$ cat src/calc_params.svh
`ifndef CALC_PARAMS_SVH
`define CALC_PARAMS_SVH

// operand and result width, results wrap modulo 2**width
`define CALC_WIDTH 16

// stable cycles needed to accept a press or a release
`define DEBOUNCE_CYCLES 10

// timer counter width, must hold DEBOUNCE_CYCLES-1
`define DEBOUNCE_BITS 4

`endif

$ cat src/calc_pkg.sv
package calc_pkg;

    // what a key stands for
    typedef enum logic [1:0] {
        KIND_DIGIT  = 2'd0,             // 0..9 entry
        KIND_OP     = 2'd1,             // add, sub, mul or neg
        KIND_EQUAL  = 2'd2,             // finish the chain
        KIND_IGNORE = 2'd3              // blank key, accepted and dropped
    } key_kind_t;

    // operator codes; add/sub/mul match the row of the right column
    typedef enum logic [1:0] {
        OP_ADD = 2'd0,                  // row 0, col 3
        OP_SUB = 2'd1,                  // row 1, col 3
        OP_MUL = 2'd2,                  // row 2, col 3
        OP_NEG = 2'd3                   // row 3, col 3, acts on entry only
    } calc_op_t;

    // one accepted key, 8 bits; unused fields stay zero
    typedef struct packed {
        key_kind_t  kind;               // digit / op / equal / ignore
        calc_op_t   op;                 // valid for KIND_OP only
        logic [3:0] digit;              // valid for KIND_DIGIT only
    } key_event_t;

endpackage

$ cat src/calc_engine.sv
`timescale 1ns/1ns
`include "calc_params.svh"

module calc_engine (
    input  logic                   clk,
    input  logic                   nRST,
    input  logic                   key_valid,
    input  calc_pkg::key_event_t   key,
    output logic                   key_ready,
    output logic [`CALC_WIDTH-1:0] result,
    output logic                   result_valid,
    input  logic                   result_ready
);

    localparam int W = `CALC_WIDTH;

    logic [W-1:0]       entry;          // number being typed
    logic [W-1:0]       acc;            // left operand of the chain
    calc_pkg::calc_op_t pend_op;        // operator waiting for its right side
    logic               has_pending;
    logic [W-1:0]       chain_val;      // acc op entry, or entry alone
    logic               key_xfer;
    logic               res_xfer;

    function automatic logic [W-1:0] apply_op(input calc_pkg::calc_op_t op,
                                              input logic [W-1:0] a,
                                              input logic [W-1:0] b);
        logic [W-1:0] r;
        case (op)
            calc_pkg::OP_ADD: r = a + b;
            calc_pkg::OP_SUB: r = a - b;
            calc_pkg::OP_MUL: r = a * b;    // low W bits only
            default:          r = b;        // neg is never left pending
        endcase
        return r;
    endfunction

    // stall keys only while a result sits unclaimed
    assign key_ready = !(result_valid && !result_ready);
    assign key_xfer  = key_valid && key_ready;
    assign res_xfer  = result_valid && result_ready;
    assign chain_val = has_pending ? apply_op(pend_op, acc, entry) : entry;

    always_ff @(posedge clk or negedge nRST) begin
        if (!nRST) begin
            entry        <= '0;
            acc          <= '0;
            pend_op      <= calc_pkg::OP_ADD;
            has_pending  <= 1'b0;
            result_valid <= 1'b0;
        end else begin
            if (res_xfer) begin
                result_valid <= 1'b0;   // an equal below may set it again
            end
            if (key_xfer) begin
                case (key.kind)
                    calc_pkg::KIND_DIGIT: begin
                        entry <= entry * W'(10) + W'(key.digit);
                    end
                    calc_pkg::KIND_OP: begin
                        if (key.op == calc_pkg::OP_NEG) begin
                            entry <= -entry;            // two's complement
                        end else begin
                            acc         <= chain_val;   // fold left to right
                            pend_op     <= key.op;
                            has_pending <= 1'b1;
                            entry       <= '0;
                        end
                    end
                    calc_pkg::KIND_EQUAL: begin
                        acc          <= chain_val;
                        entry        <= '0;
                        has_pending  <= 1'b0;
                        pend_op      <= calc_pkg::OP_ADD;
                        result_valid <= 1'b1;
                    end
                    default: ;                          // ignore key
                endcase
            end
        end
    end

    // result payload, loaded only on equal
    always_ff @(posedge clk) begin
        if (key_xfer && (key.kind == calc_pkg::KIND_EQUAL)) begin
            result <= chain_val;
        end
    end

    a_result_hold: assert property (@(posedge clk) disable iff (!nRST)
        result_valid && !result_ready |=> result_valid && $stable(result));

endmodule

$ cat src/debounce_timer.sv
`timescale 1ns/1ns
`include "calc_params.svh"

module debounce_timer (
    input  logic clk,
    input  logic nRST,
    input  logic run,                   // count while high, clear while low
    output logic done                   // debounce length reached
);

    localparam logic [`DEBOUNCE_BITS-1:0] LAST = `DEBOUNCE_BITS'(`DEBOUNCE_CYCLES - 1);

    logic [`DEBOUNCE_BITS-1:0] cnt;     // cycles seen with run high

    always_ff @(posedge clk or negedge nRST) begin
        if (!nRST) begin
            cnt <= '0;
        end else if (!run) begin
            cnt <= '0;                  // any gap restarts the interval
        end else if (cnt != LAST) begin
            cnt <= cnt + 1'b1;          // holds at LAST, done stays up
        end
    end

    assign done = run && (cnt == LAST);

    // done only ever comes up at the end of an unbroken run interval
    a_done_after_full_run: assert property (@(posedge clk) disable iff (!nRST)
        $rose(done) |-> run && $past(run, `DEBOUNCE_CYCLES - 1));

endmodule

$ cat src/keypad_calc_top.sv
`timescale 1ns/1ns
`include "calc_params.svh"

module keypad_calc_top (
    input  logic                   clk,
    input  logic                   nRST,
    input  logic [3:0]             row_in,          // active low rows
    output logic [3:0]             col_out,         // active low columns
    output logic [`CALC_WIDTH-1:0] result,
    output logic                   result_valid,
    input  logic                   result_ready
);

    logic                 debounce_run;
    logic                 debounce_done;
    logic                 key_valid;
    logic                 key_ready;
    calc_pkg::key_event_t key;

    keypad_scanner u_scanner (
        .clk           (clk),
        .nRST          (nRST),
        .row_in        (row_in),
        .col_out       (col_out),
        .debounce_run  (debounce_run),
        .debounce_done (debounce_done),
        .key_valid     (key_valid),
        .key           (key),
        .key_ready     (key_ready)
    );

    debounce_timer u_timer (
        .clk  (clk),
        .nRST (nRST),
        .run  (debounce_run),
        .done (debounce_done)
    );

    calc_engine u_engine (
        .clk          (clk),
        .nRST         (nRST),
        .key_valid    (key_valid),
        .key          (key),
        .key_ready    (key_ready),
        .result       (result),
        .result_valid (result_valid),
        .result_ready (result_ready)
    );

endmodule

$ cat src/keypad_scanner.sv
`timescale 1ns/1ns

module keypad_scanner (
    input  logic                 clk,
    input  logic                 nRST,
    input  logic [3:0]           row_in,        // active low, pulled up
    output logic [3:0]           col_out,       // one column driven low
    output logic                 debounce_run,
    input  logic                 debounce_done,
    output logic                 key_valid,
    output calc_pkg::key_event_t key,
    input  logic                 key_ready
);

    typedef enum logic [2:0] {
        ST_IDLE_START,                  // out of reset with column 0 driven
        ST_SCAN,                        // walk columns until a row reads low
        ST_QUALIFY,                     // hold column, wait for stable press
        ST_PRESENT,                     // key event offered to the engine
        ST_RELEASE_WAIT                 // wait for stable all-high rows
    } scan_state_t;

    scan_state_t state, state_nxt;
    logic [1:0]  col_idx;               // column being driven low
    logic        any_low;               // some row pulled down

    // lowest low row wins and row*4+col picks the key
    function automatic calc_pkg::key_event_t encode_key(input logic [3:0] rows,
                                                        input logic [1:0] col);
        calc_pkg::key_event_t ev;
        logic [1:0]           r;
        ev = '0;
        r  = 2'd3;
        for (int i = 3; i >= 0; i--) begin
            if (!rows[i]) r = 2'(i);    // last hit is the lowest row
        end
        if (col == 2'd3) begin
            ev.kind = calc_pkg::KIND_OP;           // add/sub/mul/neg column
            ev.op   = calc_pkg::calc_op_t'(r);
        end else if (r != 2'd3) begin
            ev.kind  = calc_pkg::KIND_DIGIT;       // 1..9 block
            ev.digit = ({2'b00, r} * 4'd3) + {2'b00, col} + 4'd1;
        end else begin
            case (col)
                2'd0:    ev.kind = calc_pkg::KIND_EQUAL;
                2'd1:    ev.kind = calc_pkg::KIND_DIGIT;   // digit 0 leaves the field at zero
                default: ev.kind = calc_pkg::KIND_IGNORE;
            endcase
        end
        return ev;
    endfunction

    assign any_low   = (row_in != 4'b1111);
    assign col_out   = ~(4'b0001 << col_idx);
    assign key_valid = (state == ST_PRESENT);

    // timer runs on a held press in qualify, on idle rows in release_wait
    assign debounce_run = ((state == ST_QUALIFY) && any_low) ||
                          ((state == ST_RELEASE_WAIT) && !any_low);

    always_comb begin
        state_nxt = state;
        case (state)
            ST_IDLE_START:   state_nxt = ST_SCAN;
            ST_SCAN:         if (any_low) state_nxt = ST_QUALIFY;
            ST_QUALIFY: begin
                if (!any_low)          state_nxt = ST_SCAN;      // bounce so start over
                else if (debounce_done) state_nxt = ST_PRESENT;
            end
            ST_PRESENT:      if (key_ready) state_nxt = ST_RELEASE_WAIT;
            ST_RELEASE_WAIT: if (debounce_done) state_nxt = ST_SCAN;
            default:         state_nxt = ST_IDLE_START;
        endcase
    end

    always_ff @(posedge clk or negedge nRST) begin
        if (!nRST) begin
            state   <= ST_IDLE_START;
            col_idx <= 2'd0;
        end else begin
            state <= state_nxt;
            if ((state == ST_SCAN) && !any_low) begin
                col_idx <= col_idx + 2'd1;  // wraps 3 -> 0
            end
        end
    end

    // key payload is captured once when the press qualifies
    always_ff @(posedge clk) begin
        if ((state == ST_QUALIFY) && any_low && debounce_done) begin
            key <= encode_key(row_in, col_idx);
        end
    end

    // offered key holds until the engine takes it
    a_key_hold: assert property (@(posedge clk) disable iff (!nRST)
        key_valid && !key_ready |=> key_valid && $stable(key));

endmodule
$ cat config.mk
export PLATFORM = sky130hd
export DESIGN_NAME = keypad_calc_top
export DESIGN_NICKNAME = d
export VERILOG_FILES = /design/src/calc_pkg.sv /design/src/calc_engine.sv /design/src/debounce_timer.sv /design/src/keypad_calc_top.sv /design/src/keypad_scanner.sv
export VERILOG_INCLUDE_DIRS = /design/src /design/src/src
export SDC_FILE = /design/constraint.sdc
export NUM_CORES = 1
export LEC_CHECK = 0
export BUFFER_PORTS_ARGS = -buffer_cell sky130_fd_sc_hd__clkbuf_2
export CAP_MARGIN = 10
export CORE_MARGIN = 2
export CORE_UTILIZATION = 35
export CTS_CLUSTER_DIAMETER = 60
export DETAILED_ROUTE_END_ITERATION = 10
export GPL_ROUTABILITY_DRIVEN = 0
export PLACE_DENSITY_LB_ADDON = 0.12
export SYNTH_ARGS = -nofsm -noshare
export SYNTH_HDL_FRONTEND = slang
export SYNTH_SLANG_ARGS = --single-unit
$ cat constraint.sdc
create_clock -name clk -period 11.4 [get_ports clk]
set_clock_uncertainty 0.2 [all_clocks]
set_input_delay 0 -clock clk [delete_from_list [all_inputs] [get_ports clk]]
set_output_delay 0 -clock clk [all_outputs]
set_load 0.01 [all_outputs]
==> flow_summary.toml, run 1 <==
[status]
status = "finished clean"

[clock_network]
clk_pin_slew_worst_paths_ps = 70
cts_tree = "built"
cts_buffers = 9
cts_hold_buf = 5
clk_latency_ps = 360
clock_sinks = 69
cts_buffer_depth = 2
cts_root_buffer = "clkbuf_16"
ctsResizeCount = 0
post_cts_buffers = 0
cts_max_level = 3

[floorplanning]
die-width_um = 169
dieHeight_um = 169
io_pins = 28
core_area_um2 = 26800
fp-row-count = 60
start_util = 0.355
die_area_um2 = 28500

[drt]
first_iter_violations = 428
ant_nets = 0
drc = 0
routed_wl_um = 26700
vias = 7565
viasPerCell = 5.13
drt-wirelength-per-cell_um = 18.1
drt_first_pass_iters = 6

[critical_path]
worstSetupPathType = "register to register"
worstPathMaxFanout = 13
cp-end-kind = "register"
critPathLaunchType = "register"
crit_arrival_ps = 6060
reg2reg_slack_ps = 5250
crit_required_ps = 11310
worstReg2RegEnd = "u_engine.result[14]$_DFFE_PP_"
r2r-start = "u_engine.entry[3]$_DFFE_PN0P_"
crit_path_start = "u_engine.entry[3]$_DFFE_PN0P_"
reg2reg_depth = 19

[place]
dp.cells = 1453
dp_hpwl_um = 20400
portBuffers = 27

[finish]
drive_gt1_frac = 0.0671
nFillCells = 2733
final_cells = 1474
diodes = 0
syn_to_final_growth_pct = 8.87
fin_nets = 1326

[min_path]
hold_class = "input port to register"
hp-start = "row_in[3]"
min_path_cells = 5
min_to = "u_scanner.state[0]$_DFFE_PN0P_"

[synthesis]
synth-async-reset-ratio = 0.652
netlist_instances = 1117
yosys-top-cells-count = "inv_1, nand2_1, ha_1, fa_1, nor2_1"
synth_area_um2 = 9520
yosys-top-cells-area = "fa_1, ha_1, dfrtp_1"
synth_edf_count = 24
ys_seq_area_frac = 0.194
synth.distinct_cells = 72
avgSynthCellArea_um2 = 8.52
synthFlopType = "dfrtp_1"
synth.most_common_cell = "inv_1"
yosysWarnings = 0
synthesis.nets = 1315
synth_seq_cells = 69
netlist.top_cell.by_area = "fa_1"
yosysTopAreaCellShare = 0.179

[grt]
grt-ovfl-total = 0
antenna_found_initial = 0
grt_usage = 0.196
grt_pass1_vias = 7654
grt_pass1_wl_um = 43300
grt_start_max_net_pins = 46

[flow_run]
max_cap_viol_count = 0

[sta]
finalHoldViolations = 0
slew_viol_final = 0
fin_tns_setup_ps = 0
rsz0062_at_grt = "false"
slew_headroom = 0.302
setup_violations = 0
fmax_mhz = 163
min_period_ps = 6150
fin_crit_sh = 0.540
worstMarginPinSlew_ps = 1050
==> area by class of cell <==
class / count / area, um2 / area share
Clock buffer: 9 / 225 / 0.0217
Clock inverter: 7 / 63.8 / 0.00616
Inverter: 150 / 563 / 0.0543
Multi-Input combinational cell: 850 / 6930 / 0.669
Sequential cell: 69 / 1850 / 0.178
Tap cell: 341 / 427 / 0.0412
Timing Repair Buffer: 48 / 305 / 0.0295
==> routing by layer <==
metal | wire length (um) | share of wire | global-route usage
met3 | 663 | 0.025 | 0.0203
met4 | 285 | 0.011 | 0.0371
met2 | 13000 | 0.49 | 0.340
met5 | 0 | 0 | 0
met1 | 12700 | 0.48 | 0.267
==> registers in the layout, indices dropped and copies added (netlist names) <==
name,flops
u_scanner.col_idx,2
u_scanner.state,3
u_engine.result,16
u_timer.cnt,4
u_engine.has_pending,1
u_scanner.key,8
u_engine.entry,16
u_engine.pend_op,2
u_engine.acc,16
u_engine.result_valid,1
==> worst max-delay path, stage by stage (launching register included) <==
cell	delay [ps]
dfrtp_1	620
buf_4	310
and2_1	170
fa_1	530
inv_1	50
fa_1	470
inv_1	40
ha_1	210
fa_1	490
fa_1	480
inv_1	50
fa_1	550
inv_1	50
ha_1	220
or3_1	380
a2111o_1	410
a41oi_1	250
xnor2_1	100
a22oi_1	210
nand2_1	90
==> worst max path at each step <==
stage	endpoint	slack (ps)
floorplan	u_engine.result[14]$_DFFE_PP_	5600
global placement	u_engine.result[13]$_DFFE_PP_	5320
detailed placement	u_engine.result[14]$_DFFE_PP_	5260
CTS	u_engine.result[14]$_DFFE_PP_	5270
global route	u_engine.result[14]$_DFFE_PP_	4960
finish	u_engine.result[14]$_DFFE_PP_	5250
==> layout by cell type (no fill, tap or decap), types with 16 or more instances in the layout <==
| master | n |
|---|---|
| inv_1 | 150 |
| nand2_1 | 135 |
| ha_1 | 106 |
| fa_1 | 85 |
| nor2_1 | 74 |
| and2_1 | 71 |
| xnor2_1 | 50 |
| o21ai_0 | 49 |
| dfrtp_1 | 45 |
| a21oi_1 | 36 |
| xor2_1 | 28 |
| clkbuf_2 | 27 |
| edfxtp_1 | 24 |
| nor3_1 | 23 |
| nand3_1 | 18 |
| buf_4 | 16 |
==> per-stage QoR <==
| stage | util | hold slack, ps | cell area, um2 | worst slack [ps] |
|---|---|---|---|---|
| 6_report | 0.387 | 13.3 | 10400 | 5250 |
| 5_1_grt | 0.387 | 76.7 | 10400 | 4960 |
| 4_1_cts | 0.387 | 2.06 | 10400 | 5270 |
| 3_5_place_dp | 0.374 | -48.7 | 10000 | 5260 |
| 3_3_place_gp | 0.374 | -44.8 | 10000 | 5320 |
| 2_1_floorplan | - | -496 | 9520 | 5600 |
==> logic make-up after synthesis <==
group / synth area share
adder cells (fa/ha/maj): 0.318
XOR/XNOR: 0.0741
flip-flops: 0.194
AO/OA/AOI/OAI: 0.134
AND/OR/NAND/NOR: 0.198
buffers and inverters: 0.0786
multiplexers: 0.00355
Power of run 1 is not shown: default switching activity piles up to over one toggle a cycle in this logic, so the estimate is an artifact.
==> inputs of run 2 (changes only) <==
- ABC_AREA: default -> 1
- clock period: 11.4 -> 6.1 ns (I/O delays scaled with it)
==> run 2 against run 1 <==
Sequential cell count stayed put. Global-route usage is 1.1 points higher. Largest cell class unchanged. Routed wire length is 12% higher. Cell area is 8.7% higher. Die area is 4.5% higher. Count of clock-buffer cells in the layout stayed put. Via count is 17% higher. Utilization is 1.8 points higher. Critical path type unchanged. Critical path depth is 9 higher. Worst setup slack worse by 4900 ps. Area after synthesis is 4.6% higher.
==> flow_summary.toml, run 2 <==
[clock_network]
cts_max_level = 3
clk_latency_ps = 350
cts_buffer_depth = 2
cts_buffers = 9
cts_root_buffer = "clkbuf_16"
clock_sinks = 69
cts_tree = "built"
clk_pin_slew_worst_paths_ps = 70

[synthesis]
ys_seq_area_frac = 0.186
synthFlopType = "dfrtp_1"
netlist.top_cell.by_area = "fa_1"
synth_edf_count = 24
avgSynthCellArea_um2 = 7.04
yosys-top-cells-area = "fa_1, nand2_1, ha_1"
synth.distinct_cells = 52
yosys-top-cells-count = "nand2_1, inv_1, ha_1, fa_1, o21ai_0"
synth_seq_cells = 69
yosysWarnings = 0
synthesis.nets = 1612
synth_area_um2 = 9950
yosysTopAreaCellShare = 0.171
netlist_instances = 1414
synth-async-reset-ratio = 0.652
synth.most_common_cell = "nand2_1"

[finish]
final_common_cell = "nand2_1"
drive_gt1_frac = 0.0991
reg_top3 = "u_engine.acc x16, u_engine.entry x16, u_engine.result x16"
syn_to_final_growth_pct = 13.2
fin_nets = 1677
fin_util = 0.405
diodes = 0
final_cell_mix = "nand2_1, inv_1, ha_1, fa_1, o21ai_0"

[sta]
slew_headroom = 0.272
fmax_mhz = 172
fin_crit_sh = 0.951
rsz0062_at_grt = "true"
finalHoldViolations = 0
slew_viol_final = 0
worstMarginPinSlew_ps = 1090
setup_violations = 0
min_period_ps = 5800

[floorplanning]
die_area_um2 = 29800
dieHeight_um = 173
core_area_um2 = 27900
fp-row-count = 61
io_pins = 28
die-width_um = 173
start_util = 0.357

[min_path]
hp-start = "row_in[1]"
hold_class = "input port to register"

[place]
dp_hpwl_um = 24600
portBuffers = 27

[critical_path]
crit_arrival_ps = 5890
cp-end-kind = "register"
crit_path_start = "u_engine.acc[6]$_DFFE_PN0P_"
max_stage_delay_ps = 540
critPathLaunchType = "register"
worstPathMaxFanout = 7
r2r-start = "u_engine.acc[6]$_DFFE_PN0P_"
worst_path_max_delay_cell = "fa_2"
cpMostUsedCell = "nand2_1"
worstSetupPathType = "register to register"
crit_required_ps = 6190

[grt]
antenna_found_initial = 0
grt_pass1_vias = 8989
grt_start_max_net_pins = 46
grt_pass1_wl_um = 48600
grt_usage = 0.207
grt-ovfl-total = 0

[status]
status = "finished clean"

[drt]
ant_nets = 0
drc = 0
vias = 8822
routed_wl_um = 29900
viasPerCell = 4.74
drt_first_pass_iters = 8
drt-wirelength-per-cell_um = 16.1
first_iter_violations = 450

[flow_run]
max_cap_viol_count = 0
run 2: critical path, delay by kind of cell (launching register included):
kind,cells,cell delay (ps)
AO/OA/AOI/OAI,3,470
flip-flops,1,460
buffers and inverters,7,530
AND/OR/NAND/NOR,11,810
adder cells (fa/ha/maj),7,3280
run 2: cell type report:
type                       instances  area, um2
inverter                         320       1200
tap                              378        473
fill                            3029      16600
multi-input combinational        981       6740
sequential                        69       1860
timing repair buffer              98        712
clock buffer                       9        225
clock inverter                     7       63.8
run 2: path summary, 6_finish.rpt:
check	depth (start not counted)	to	slack [ps]
worst max-delay path	28	u_engine.acc[15]$_DFFE_PN0P_	300
worst min-delay path	3	u_scanner.key[4]$_SDFFCE_PN0P_	90
worst max register to register	28	u_engine.acc[15]$_DFFE_PN0P_	300
worst min register to register	2	u_engine.entry[0]$_DFFE_PN0P_	300
max in group asynchronous	3	u_engine.entry[5]$_DFFE_PN0P_	5070
min in group asynchronous	3	u_scanner.col_idx[1]$_DFFE_PN0P_	100
run 2: kinds of logic after synthesis:
group                      share of synthesized area
AOI/OAI and AO/OA                             0.0969
xor gates and xnor gates                      0.0280
adders and majority gates                      0.304
buffers and inverters                          0.141
DFF                                            0.186
and+or+nand+nor                                0.245
run 2: what timing repair did:
action / in CTS / in global routing
hold buffers: 6 / 0
buffers inserted: 0 / 5
resized for setup: 0 / 18
endpoints found under the setup margin: 0 / 10
endpoints found under the hold margin: 51 / 0
run 2: stage by stage:
stage	worst slack (ps)	area, um2	TNS [ps]	std cells	hold WS [ps]
finish	298	11300	0	1862	91.3
floorplan	422	9950	0	1414	-496
global placement	99.3	10800	0	1835	-35.3
global route	-10.8	11300	-10.8	1862	171
detailed placement	136	10800	0	1835	-40.7
CTS	114	11200	0	1857	91.1
run 2: layer usage:
| layer | global-route usage | vias to the layer above | part of all wire |
|---|---|---|---|
| met4 | 0.0516 | 0 | 0.019 |
| li1 | - | 4473 | - |
| met1 | 0.279 | 4192 | 0.47 |
| met2 | 0.358 | 128 | 0.48 |
| met3 | 0.0172 | 29 | 0.025 |
| met5 | 0 | - | 0 |
Power of run 2 is left out for the same reason.
